--- src/logic/csi2_pkg.sv ---
package csi2_pkg;

    typedef logic [9:0]  pixel_t;
    typedef logic [7:0]  byte_t;
    typedef logic [15:0] word_count_t;
    typedef logic [15:0] frame_num_t;
    typedef logic [5:0]  data_type_t;
    typedef logic [5:0]  ecc_t;
    typedef logic [15:0] crc_t;

    localparam int          line_pixels     = 16;
    localparam word_count_t line_word_count = word_count_t'(line_pixels * 10 / 8);

    localparam data_type_t dt_frame_start = 6'h00;
    localparam data_type_t dt_frame_end   = 6'h01;
    localparam data_type_t dt_raw10       = 6'h2B;

    localparam int   queue_depth   = 16;
    localparam int   lp_gap_cycles = 4;
    localparam crc_t crc_seed      = 16'hFFFF;
    localparam crc_t crc_poly      = 16'h8408;   // 0x1021 reflected

    typedef enum logic [1:0] {
        frame_start,
        frame_end,
        pixel_group,
        line_end
    } entry_kind_e;

    typedef struct packed {
        entry_kind_e kind;
        logic [39:0] group;   // byte 0 in bits 7:0
    } queue_entry_t;

    typedef struct packed {
        byte_t data;
        logic  valid;
        logic  last;
    } tx_byte_t;

    // hamming parity over {wc_hi, wc_lo, data id}
    function automatic ecc_t ecc_calc(input logic [23:0] hdr);
        ecc_t ecc;
        ecc[0] = ^(hdr & 24'hF12CB7);
        ecc[1] = ^(hdr & 24'hF2555B);
        ecc[2] = ^(hdr & 24'h749A6D);
        ecc[3] = ^(hdr & 24'hB8E38E);
        ecc[4] = ^(hdr & 24'hDF03F0);
        ecc[5] = ^(hdr & 24'hEFFC00);
        return ecc;
    endfunction

    // one byte into the crc, lsb first
    function automatic crc_t crc_byte_step(input crc_t crc, input byte_t data);
        crc_t c;
        c = crc;
        for (int i = 0; i < 8; i++) begin
            if (c[0] ^ data[i]) begin
                c = (c >> 1) ^ crc_poly;
            end else begin
                c = c >> 1;
            end
        end
        return c;
    endfunction

endpackage

--- src/logic/raw10_byte_packer.sv ---
`timescale 1ns/1ps
module raw10_byte_packer (
    input  logic                   clock_camera_byte,
    input  logic                   reset_camera_byte_n,
    input  logic                   pixel_valid_i,
    input  logic                   frame_valid_i,
    input  logic                   line_valid_i,
    input  csi2_pkg::pixel_t       pixel_i,
    output logic                   push_o,
    output csi2_pkg::queue_entry_t entry_o
);

    logic                  frame_valid_q;
    logic                  line_valid_q;
    logic [1:0]            slot_q;
    logic [39:0]           group_q;
    logic [39:0]           group_next;
    logic                  fs_pend_q;
    logic                  le_pend_q;
    logic                  fe_pend_q;
    logic                  pix_take;
    logic                  group_push;
    logic                  fs_want;
    logic                  le_want;
    logic                  fe_want;
    csi2_pkg::entry_kind_e push_kind;

    assign pix_take   = pixel_valid_i && line_valid_i;
    assign group_push = (pix_take && slot_q == 2'd3)
                     || (!line_valid_i && line_valid_q && slot_q != 2'd0);   // short line pad

    // edges wait while a group goes out first
    assign fs_want = fs_pend_q || (frame_valid_i && !frame_valid_q);
    assign le_want = le_pend_q || (!line_valid_i && line_valid_q);
    assign fe_want = fe_pend_q || (!frame_valid_i && frame_valid_q);

    always_comb begin
        group_next = group_q;
        if (pix_take) begin
            group_next[slot_q*8 +: 8]      = pixel_i[9:2];   // msbs in bytes 0..3
            group_next[32 + slot_q*2 +: 2] = pixel_i[1:0];   // lsbs packed in byte 4
        end
    end

    always_comb begin
        push_kind = csi2_pkg::pixel_group;
        if (!group_push) begin
            if (fs_want) begin
                push_kind = csi2_pkg::frame_start;
            end else if (le_want) begin
                push_kind = csi2_pkg::line_end;
            end else begin
                push_kind = csi2_pkg::frame_end;
            end
        end
    end

    always_ff @(posedge clock_camera_byte or negedge reset_camera_byte_n) begin
        if (!reset_camera_byte_n) begin
            frame_valid_q <= 1'b0;
            line_valid_q  <= 1'b0;
            push_o        <= 1'b0;
            fs_pend_q     <= 1'b0;
            le_pend_q     <= 1'b0;
            fe_pend_q     <= 1'b0;
            slot_q        <= 2'd0;
            group_q       <= '0;
        end else begin
            frame_valid_q <= frame_valid_i;
            line_valid_q  <= line_valid_i;
            push_o        <= group_push || fs_want || le_want || fe_want;
            fs_pend_q     <= fs_want && group_push;
            le_pend_q     <= le_want && (group_push || fs_want);
            fe_pend_q     <= fe_want && (group_push || fs_want || le_want);
            if (group_push) begin
                group_q <= '0;   // zero pad for next group
                slot_q  <= 2'd0;
            end else begin
                group_q <= group_next;
                if (pix_take) begin
                    slot_q <= slot_q + 2'd1;
                end
            end
        end
    end

    always_ff @(posedge clock_camera_byte) begin
        entry_o.kind  <= push_kind;
        entry_o.group <= group_push ? group_next : '0;
    end

endmodule

--- src/logic/event_queue.sv ---
`timescale 1ns/1ps
module event_queue (
    input  logic                   clock_camera_byte,
    input  logic                   reset_camera_byte_n,
    input  logic                   push_i,
    input  csi2_pkg::queue_entry_t entry_i,
    input  logic                   pop_i,
    output logic                   not_empty_o,
    output csi2_pkg::queue_entry_t head_o,
    output logic                   line_ready_o,
    output logic                   overflow_o
);

    typedef logic [$clog2(csi2_pkg::queue_depth)-1:0] ptr_t;
    typedef logic [$clog2(csi2_pkg::queue_depth):0]   cnt_t;

    csi2_pkg::queue_entry_t mem_q [csi2_pkg::queue_depth];
    ptr_t                   wr_ptr_q;
    ptr_t                   rd_ptr_q;
    cnt_t                   count_q;
    cnt_t                   line_cnt_q;   // line_end entries held
    logic                   full;
    logic                   do_push;
    logic                   do_pop;

    assign full         = count_q == cnt_t'(csi2_pkg::queue_depth);
    assign not_empty_o  = count_q != '0;
    assign do_push      = push_i && !full;
    assign do_pop       = pop_i && not_empty_o;
    assign head_o       = mem_q[rd_ptr_q];
    assign line_ready_o = line_cnt_q != '0
                       || (not_empty_o && (head_o.kind == csi2_pkg::frame_start
                                        || head_o.kind == csi2_pkg::frame_end));

    always_ff @(posedge clock_camera_byte) begin
        if (do_push) begin
            mem_q[wr_ptr_q] <= entry_i;
        end
    end

    always_ff @(posedge clock_camera_byte or negedge reset_camera_byte_n) begin
        if (!reset_camera_byte_n) begin
            wr_ptr_q   <= '0;
            rd_ptr_q   <= '0;
            count_q    <= '0;
            line_cnt_q <= '0;
            overflow_o <= 1'b0;
        end else begin
            if (do_push) wr_ptr_q <= wr_ptr_q + ptr_t'(1);
            if (do_pop)  rd_ptr_q <= rd_ptr_q + ptr_t'(1);
            count_q    <= count_q + cnt_t'(do_push) - cnt_t'(do_pop);
            line_cnt_q <= line_cnt_q
                        + cnt_t'(do_push && entry_i.kind == csi2_pkg::line_end)
                        - cnt_t'(do_pop && head_o.kind == csi2_pkg::line_end);
            if (push_i && full) begin
                overflow_o <= 1'b1;   // sticky, entry dropped
            end
        end
    end

endmodule

--- src/logic/csi2_packet_builder.sv ---
`timescale 1ns/1ps
module csi2_packet_builder (
    input  logic                   clock_camera_byte,
    input  logic                   reset_camera_byte_n,
    input  logic                   not_empty_i,
    input  logic                   line_ready_i,
    input  csi2_pkg::queue_entry_t head_i,
    output logic                   pop_o,
    output logic                   pkt_pending_o,
    input  logic                   grant_i,
    output csi2_pkg::tx_byte_t     tx_o
);

    typedef enum logic [2:0] {
        idle,
        wait_grant,
        header,
        payload,
        crc
    } state_e;

    state_e                  state_q;
    logic [31:0]             hdr_q;        // di, wc lo, wc hi, ecc
    logic                    is_long_q;
    csi2_pkg::word_count_t   byte_cnt_q;
    logic [2:0]              grp_idx_q;    // byte within group
    csi2_pkg::crc_t          crc_q;
    csi2_pkg::frame_num_t    frame_num_q;
    csi2_pkg::data_type_t    dt;
    csi2_pkg::word_count_t   wc;
    logic [23:0]             hdr_bits;
    logic                    head_is_group;
    logic                    start_pkt;
    csi2_pkg::byte_t         pay_byte;

    assign head_is_group = not_empty_i && head_i.kind == csi2_pkg::pixel_group;
    assign start_pkt     = state_q == idle && not_empty_i && line_ready_i
                        && head_i.kind != csi2_pkg::line_end;
    assign pkt_pending_o = state_q == wait_grant;
    assign pay_byte      = head_is_group ? head_i.group[grp_idx_q*8 +: 8] : '0;
    assign hdr_bits      = {wc, 2'b00, dt};   // virtual channel 0

    always_comb begin
        unique case (head_i.kind)
            csi2_pkg::frame_start: begin
                dt = csi2_pkg::dt_frame_start;
                wc = frame_num_q + 16'd1;   // number this frame will carry
            end
            csi2_pkg::frame_end: begin
                dt = csi2_pkg::dt_frame_end;
                wc = frame_num_q;
            end
            default: begin
                dt = csi2_pkg::dt_raw10;
                wc = csi2_pkg::line_word_count;
            end
        endcase
    end

    always_comb begin
        pop_o = 1'b0;
        case (state_q)
            idle:    pop_o = not_empty_i && head_i.kind != csi2_pkg::pixel_group;
            payload: pop_o = head_is_group && grp_idx_q == 3'd4;
            crc:     pop_o = byte_cnt_q == '0 && not_empty_i
                          && head_i.kind == csi2_pkg::line_end;
            default: pop_o = 1'b0;
        endcase
    end

    always_comb begin
        tx_o = '0;
        case (state_q)
            header: begin
                tx_o.data  = hdr_q[byte_cnt_q[1:0]*8 +: 8];
                tx_o.valid = 1'b1;
                tx_o.last  = !is_long_q && byte_cnt_q == 16'd3;
            end
            payload: begin
                tx_o.data  = pay_byte;
                tx_o.valid = 1'b1;
            end
            crc: begin
                tx_o.data  = byte_cnt_q[0] ? crc_q[15:8] : crc_q[7:0];
                tx_o.valid = 1'b1;
                tx_o.last  = byte_cnt_q[0];
            end
            default: tx_o = '0;
        endcase
    end

    always_ff @(posedge clock_camera_byte) begin
        if (start_pkt) begin
            hdr_q <= {2'b00, csi2_pkg::ecc_calc(hdr_bits), hdr_bits};
        end
    end

    always_ff @(posedge clock_camera_byte or negedge reset_camera_byte_n) begin
        if (!reset_camera_byte_n) begin
            state_q     <= idle;
            is_long_q   <= 1'b0;
            byte_cnt_q  <= '0;
            grp_idx_q   <= 3'd0;
            crc_q       <= csi2_pkg::crc_seed;
            frame_num_q <= '0;
        end else begin
            case (state_q)
                idle: if (start_pkt) begin
                    is_long_q <= head_is_group;
                    if (head_i.kind == csi2_pkg::frame_start) begin
                        frame_num_q <= frame_num_q + 16'd1;
                    end
                    state_q <= wait_grant;
                end
                wait_grant: if (grant_i) begin
                    byte_cnt_q <= '0;
                    state_q    <= header;
                end
                header: begin
                    byte_cnt_q <= byte_cnt_q + 16'd1;
                    crc_q      <= csi2_pkg::crc_seed;
                    if (byte_cnt_q == 16'd3) begin
                        byte_cnt_q <= '0;
                        grp_idx_q  <= 3'd0;
                        state_q    <= is_long_q ? payload : idle;
                    end
                end
                payload: begin
                    crc_q      <= csi2_pkg::crc_byte_step(crc_q, pay_byte);
                    grp_idx_q  <= (grp_idx_q == 3'd4) ? 3'd0 : grp_idx_q + 3'd1;
                    byte_cnt_q <= byte_cnt_q + 16'd1;
                    if (byte_cnt_q == csi2_pkg::line_word_count - 16'd1) begin
                        byte_cnt_q <= '0;
                        state_q    <= crc;
                    end
                end
                crc: begin
                    byte_cnt_q <= byte_cnt_q + 16'd1;
                    if (byte_cnt_q[0]) begin
                        state_q <= idle;
                    end
                end
                default: state_q <= idle;
            endcase
        end
    end

endmodule

--- src/logic/hs_lane_ctrl.sv ---
`timescale 1ns/1ps
module hs_lane_ctrl (
    input  logic               clock_camera_byte,
    input  logic               reset_camera_byte_n,
    input  logic               pkt_pending_i,
    output logic               grant_o,
    input  csi2_pkg::tx_byte_t tx_i,
    output logic               hs_req_o,
    input  logic               hs_rdy_i,
    output csi2_pkg::byte_t    byte_o,
    output logic               byte_valid_o
);

    // four-phase handshake states
    typedef enum logic [2:0] {
        lp_idle,
        request,
        burst,
        release_wait,
        gap
    } state_e;

    typedef logic [$clog2(csi2_pkg::lp_gap_cycles + 1)-1:0] gap_cnt_t;

    state_e   state_q;
    gap_cnt_t gap_cnt_q;
    logic     last_q;   // last byte now on byte_o

    assign grant_o  = state_q == request && hs_rdy_i;
    assign hs_req_o = state_q == request || state_q == burst;

    always_ff @(posedge clock_camera_byte or negedge reset_camera_byte_n) begin
        if (!reset_camera_byte_n) begin
            state_q      <= lp_idle;
            gap_cnt_q    <= '0;
            byte_valid_o <= 1'b0;
            last_q       <= 1'b0;
        end else begin
            byte_valid_o <= tx_i.valid && state_q == burst;
            last_q       <= tx_i.valid && tx_i.last && state_q == burst;
            case (state_q)
                lp_idle:      if (pkt_pending_i) state_q <= request;
                request:      if (hs_rdy_i) state_q <= burst;
                burst:        if (last_q) state_q <= release_wait;   // drop req after last
                release_wait: if (!hs_rdy_i) begin
                    gap_cnt_q <= '0;
                    state_q   <= gap;
                end
                gap: begin
                    gap_cnt_q <= gap_cnt_q + gap_cnt_t'(1);
                    if (gap_cnt_q == gap_cnt_t'(csi2_pkg::lp_gap_cycles - 1)) begin
                        state_q <= lp_idle;
                    end
                end
                default: state_q <= lp_idle;
            endcase
        end
    end

    always_ff @(posedge clock_camera_byte) begin
        byte_o <= tx_i.data;
    end

endmodule

--- src/logic/csi2_tx_top.sv ---
`timescale 1ns/1ps
module csi2_tx_top (
    input  logic             clock_camera_byte,
    input  logic             reset_camera_byte_n,
    input  logic             pixel_valid_i,
    input  logic             frame_valid_i,
    input  logic             line_valid_i,
    input  csi2_pkg::pixel_t pixel_i,
    output logic             hs_req_o,
    input  logic             hs_rdy_i,
    output csi2_pkg::byte_t  byte_o,
    output logic             byte_valid_o,
    output logic             overflow_o
);

    logic                   push;
    csi2_pkg::queue_entry_t entry;
    logic                   not_empty;
    csi2_pkg::queue_entry_t head;
    logic                   line_ready;
    logic                   pop;
    logic                   pkt_pending;
    logic                   grant;
    csi2_pkg::tx_byte_t     tx;

    raw10_byte_packer raw10_byte_packer_i (
        .clock_camera_byte   (clock_camera_byte),
        .reset_camera_byte_n (reset_camera_byte_n),
        .pixel_valid_i       (pixel_valid_i),
        .frame_valid_i       (frame_valid_i),
        .line_valid_i        (line_valid_i),
        .pixel_i             (pixel_i),
        .push_o              (push),
        .entry_o             (entry)
    );

    event_queue event_queue_i (
        .clock_camera_byte   (clock_camera_byte),
        .reset_camera_byte_n (reset_camera_byte_n),
        .push_i              (push),
        .entry_i             (entry),
        .pop_i               (pop),
        .not_empty_o         (not_empty),
        .head_o              (head),
        .line_ready_o        (line_ready),
        .overflow_o          (overflow_o)
    );

    csi2_packet_builder csi2_packet_builder_i (
        .clock_camera_byte   (clock_camera_byte),
        .reset_camera_byte_n (reset_camera_byte_n),
        .not_empty_i         (not_empty),
        .line_ready_i        (line_ready),
        .head_i              (head),
        .pop_o               (pop),
        .pkt_pending_o       (pkt_pending),
        .grant_i             (grant),
        .tx_o                (tx)
    );

    hs_lane_ctrl hs_lane_ctrl_i (
        .clock_camera_byte   (clock_camera_byte),
        .reset_camera_byte_n (reset_camera_byte_n),
        .pkt_pending_i       (pkt_pending),
        .grant_o             (grant),
        .tx_i                (tx),
        .hs_req_o            (hs_req_o),
        .hs_rdy_i            (hs_rdy_i),
        .byte_o              (byte_o),
        .byte_valid_o        (byte_valid_o)
    );

endmodule

--- config.mk ---
export PLATFORM = sky130hd
export DESIGN_NAME = csi2_tx_top
export DESIGN_NICKNAME = d
export VERILOG_FILES = /design/src/logic/csi2_pkg.sv /design/src/logic/raw10_byte_packer.sv /design/src/logic/event_queue.sv /design/src/logic/csi2_packet_builder.sv /design/src/logic/hs_lane_ctrl.sv /design/src/logic/csi2_tx_top.sv
export SDC_FILE = /design/constraint.sdc
export NUM_CORES = 1
export LEC_CHECK = 0
export ABC_AREA = 1
export BUFFER_PORTS_ARGS = -buffer_cell sky130_fd_sc_hd__buf_4
export CORE_MARGIN = 1
export CORE_UTILIZATION = 65
export CTS_BUF_LIST = sky130_fd_sc_hd__clkbuf_2
export CTS_CLUSTER_DIAMETER = 40
export CTS_CLUSTER_SIZE = 8
export DETAILED_ROUTE_END_ITERATION = 7
export HOLD_SLACK_MARGIN = 0.1
export PLACE_DENSITY = 0.79
export RECOVER_POWER = 100
export SLEW_MARGIN = 20
export SYNTH_ARGS = -nofsm -noshare
export SYNTH_HDL_FRONTEND = slang
export SYNTH_HIERARCHICAL = 1
export SYNTH_SLANG_ARGS = --single-unit
export TNS_END_PERCENT = 1
--- constraint.sdc ---
create_clock -name clock_camera_byte -period 4.2 [get_ports clock_camera_byte]
set_input_delay 0.21 -clock clock_camera_byte [delete_from_list [all_inputs] [get_ports clock_camera_byte]]
set_output_delay 0.21 -clock clock_camera_byte [all_outputs]
set_load 0.01 [all_outputs]
==> results list <==
- Outcome: complete, but fails checks
- The checks that failed: capacitance limit, slew limit, setup timing.
- The via count of the first global-routing pass was 26800.
* CTS Buf Count: 137
- Overall routing resource usage: 33.2%
- Number of distinct library cell variants in the gate-level netlist after synthesis: 57
- Wire length of the first global-routing pass: 149000 microns
- STA classifies the critical path startpoint as a flop.
* Library cell with the highest instance count after synthesis: sky130_fd_sc_hd__edfxtp_1
* Post-Place Setup Slack: 0.195 ns
- Along the worst hold path, the cell count comes to 6.
- Filler instances: 4122
* Period Utilization, post-route: 102%
- In this run the worst hold path is classified as in -> reg.
- Standby leakage power: 0.0154 uW
- Yosys warnings: 6
- The worst path in the final design needs a cycle of 4.27 ns, including I/O delays and setup.
- Vias after detailed routing: 27800
- Global-route met3 utilization: 8.64%
- Number of antenna violations at the first check in global routing: 1
- # Max-Cap Violations: 19
* Area Overhead vs Synth: 6.21%
- Of all nets on the critical path, the largest fanout is 15.
- In the routed design, unresolved DRC markers number 0.
* CTS clk-pin slew, worst paths: 0.15 ns
- Once layout is done, the placed cells without fillers occupy 0.0405 sq mm.
- In this run, synthesis inferred 696 flip-flops with an integrated enable.
- By area the synthesized netlist is led by sky130_fd_sc_hd__edfxtp_1 (55%), sky130_fd_sc_hd__dfrtp_1 (7.5%), sky130_fd_sc_hd__nor2_1 (6.3%).
- In this run the core area contains 88 standard-cell rows.
- In this run the count of I/O pins placed on the die edge is 27.
- Power density over the cells: 709 mW/mm^2
- After the last flow step, the layout net total stands at 3702.
* PortBufs: 26
* Final Wtd Congestion: 0.897
- Aggregate routed wire length: 98100 microns
- The cell sitting at the root of the clock tree is a sky130_fd_sc_hd__clkbuf_2.
* Worst hold slack: 0.367 ns
- Cell types with the highest counts after synthesis: sky130_fd_sc_hd__edfxtp_1 (696), sky130_fd_sc_hd__nor2_1 (644), sky130_fd_sc_hd__nand2_1 (539), sky130_fd_sc_hd__o21ai_0 (404), sky130_fd_sc_hd__nand3_1 (259)
* Instance area after placement: 0.0389 sq mm
- Total die area: 0.0597 sq mm
- Mean post-synth cell area: 10.6 sq um
- Proportion of synthesized flip-flops having asynchronous set or reset: 14.8%
- The post-route netlist has 10.2% of its cells at a drive strength greater than 1.
- Vertical die dimension: 244 microns
- On the final layout, the worst clock skew is 0.105 ns.
* Seq/Total Area, Yosys: 66.0%
* Post-route total power: 28700 uW
* Effective utilization at floorplan: 66.0%
- Yosys top cell area share: 54.8%
- After routing, the total negative slack on setup checks comes to -0.463 ns.
- Clock tree synthesis found a total of 876 sinks.
- Remaining Overflow, GRT: 0
- Crit path capture type: flop
* HPWL after detailed placement: 54500 microns
* Routing usage on met2: 49.6%
* Final slew viol count: 731
- Overall die width: 244 microns
* Fmax: 234 MHz
* Number of DRC markers in iteration 0: 3408
- The number of failing hold endpoints at the final stage was 0.
- Busiest layer in global routing: met2
- Counting every net in the synthesized netlist gives 3633.
- Peak ir drop on the vdd network: 0.702 mV
- After detailed routing, the average wire length per cell comes to 21.7 microns.
- Most frequently used flop master after synthesis: sky130_fd_sc_hd__edfxtp_1
- CTS tree: yes
- Worst Path Required: 5.16 ns
- Library cell occupying the most area in the post-synthesis netlist: sky130_fd_sc_hd__edfxtp_1
- Number of levels in the clock H-tree: 4
- Counting cells, the worst reg-to-reg path comes to 8.
* Setup slack of the critical path after layout: -0.0654 ns
- Clock latency of the later-clocked register in the worst-skew pair: 1.37 ns
- Tightest Pin Transition: 3.09 ns
- Measured against its own limit, the worst slew margin works out to -106%.
* Post-synthesis register bit count: 876
- Bufs on Longest Clock Path: 3
- Met1 usage in global routing: 46.2%
- Core area: 0.0578 sq mm
* Largest net degree at the start of global routing: 219
- After detailed routing, the number of vias per cell comes to 6.14.
* Data arrival time of the critical path: 5.23 ns
* Number of setup violations in the final report: 11
* Category of the critical setup timing path: reg -> reg
- After technology mapping, the gate count stands at 3585.
- The detail route stage leaves a number of antenna-violating nets equal to 0.
- Synth Cell Area: 0.0381 sq mm
- For this run, the detailed router's first-pass iteration total came to 6.
logic make-up after synthesis:
kind of cell,synth area share (%)
fa+ha+maj,1.09
compound gates,10.8
xor+xnor,0.728
flops,66.0
buf+inv,4.76
simple gates,16.6
final timing paths:
path | from | to | slack (ns)
setup / recovery | event_queue_i/count_q[2] | event_queue_i/mem_q[11][38] | -0.07
hold / removal | hs_rdy_i | hs_lane_ctrl_i/state_q[0] | 0.37
setup reg to reg | event_queue_i/count_q[2] | event_queue_i/mem_q[11][38] | -0.07
hold reg to reg | event_queue_i/overflow_o | event_queue_i/overflow_o | 0.52
max in group asynchronous | reset_camera_byte_n | raw10_byte_packer_i/slot_q[0] | 0.62
min in group asynchronous | reset_camera_byte_n | csi2_packet_builder_i/byte_cnt_q[15] | 1.67
cell type report:
| type | count | area [sq um] | share of cell area (%) |
|---|---|---|---|
| Antenna cell | 1 | 2.50 | 0.00618 |
| Sequential cell | 876 | 25200 | 62.2 |
| Timing Repair Buffer | 115 | 916 | 2.26 |
| Clock inverter | 27 | 328 | 0.809 |
| Clock buffer | 218 | 1090 | 2.69 |
| Inverter | 230 | 880 | 2.17 |
| Tap cell | 765 | 957 | 2.36 |
| Multi-Input combinational cell | 2294 | 11200 | 27.5 |
sequential cells by signal, summed over array words and instances, names as in the netlist, 3 cells and up:
name	flops
hs_lane_ctrl_i/gap_cnt_q	3
event_queue_i/count_q	5
event_queue_i/line_cnt_q	5
csi2_packet_builder_i/grp_idx_q	3
raw10_byte_packer_i/group_q	40
event_queue_i/mem_q	672
csi2_packet_builder_i/frame_num_q	16
csi2_packet_builder_i/byte_cnt_q	16
csi2_packet_builder_i/state_q	3
event_queue_i/rd_ptr_q	4
csi2_packet_builder_i/crc_q	16
hs_lane_ctrl_i/byte_o	8
csi2_packet_builder_i/hdr_q	24
raw10_byte_packer_i/entry_o	42
event_queue_i/wr_ptr_q	4
hs_lane_ctrl_i/state_q	3
layout by cell type, fill, tap and decap left out, types with 6 or more instances in the layout:
cell type | Yosys | routed
sky130_fd_sc_hd__a21oi_1 | 66 | 75
sky130_fd_sc_hd__a31oi_1 | 8 | 8
sky130_fd_sc_hd__buf_4 | 23 | 37
sky130_fd_sc_hd__bufinv_16 | 0 | 7
sky130_fd_sc_hd__clkbuf_1 | 75 | 15
sky130_fd_sc_hd__clkbuf_2 | 1 | 234
sky130_fd_sc_hd__clkinv_1 | 1 | 7
sky130_fd_sc_hd__clkinv_2 | 0 | 6
sky130_fd_sc_hd__dfrtp_1 | 114 | 110
sky130_fd_sc_hd__dfstp_2 | 16 | 16
sky130_fd_sc_hd__dfxtp_1 | 50 | 50
sky130_fd_sc_hd__dlygate4sd3_1 | 0 | 39
sky130_fd_sc_hd__edfxtp_1 | 696 | 696
sky130_fd_sc_hd__ha_1 | 30 | 30
sky130_fd_sc_hd__inv_1 | 212 | 214
sky130_fd_sc_hd__inv_2 | 16 | 13
sky130_fd_sc_hd__nand2_1 | 539 | 543
sky130_fd_sc_hd__nand2_2 | 9 | 6
sky130_fd_sc_hd__nand3_1 | 259 | 259
sky130_fd_sc_hd__nand4_1 | 18 | 18
sky130_fd_sc_hd__nor2_1 | 644 | 638
sky130_fd_sc_hd__nor2_2 | 14 | 8
sky130_fd_sc_hd__nor2_4 | 5 | 17
sky130_fd_sc_hd__nor3_1 | 8 | 9
sky130_fd_sc_hd__o211ai_1 | 173 | 173
sky130_fd_sc_hd__o21ai_0 | 404 | 407
sky130_fd_sc_hd__o21ai_1 | 16 | 13
sky130_fd_sc_hd__o22ai_1 | 6 | 6
sky130_fd_sc_hd__xor2_1 | 23 | 23
layer usage:
layer	wire length (microns)	part of all wire, %
met1	38900	40
met2	44700	46
met3	11100	11
met4	3390	3.5
met5	0	0
per-stage QoR:
stage / instances / util [%]
detailed placement: 4239 / 67.3
floorplan: 3585 / -
global route: 4526 / 70.1
CTS: 4524 / 70.5
finish: 4526 / 70.1
global placement: 4239 / 67.3
where the power goes:
part           switching (uW)  internal (uW)
clock                    3000           1800
sequential                774          11400
combinational            8570           3210
worst max-delay path, cell delays in order (launching register included):
cell                      delay (ns)
sky130_fd_sc_hd__dfrtp_1        0.38
sky130_fd_sc_hd__inv_1          0.07
sky130_fd_sc_hd__ha_1           0.21
sky130_fd_sc_hd__nand4_1        0.14
sky130_fd_sc_hd__nand2_1        0.17
sky130_fd_sc_hd__nor2_1         0.19
sky130_fd_sc_hd__inv_1          0.16
sky130_fd_sc_hd__nor2_1         1.71
sky130_fd_sc_hd__buf_2          0.79
repair_timing:
item	4_1_cts	5_1_grt
buffers inserted	0	1
resized for setup	0	3
hold endpoints to repair	243	0
hold buffers	40	0
setup endpoints to repair	0	13
Note: power is estimated with default switching activity, not from simulation.
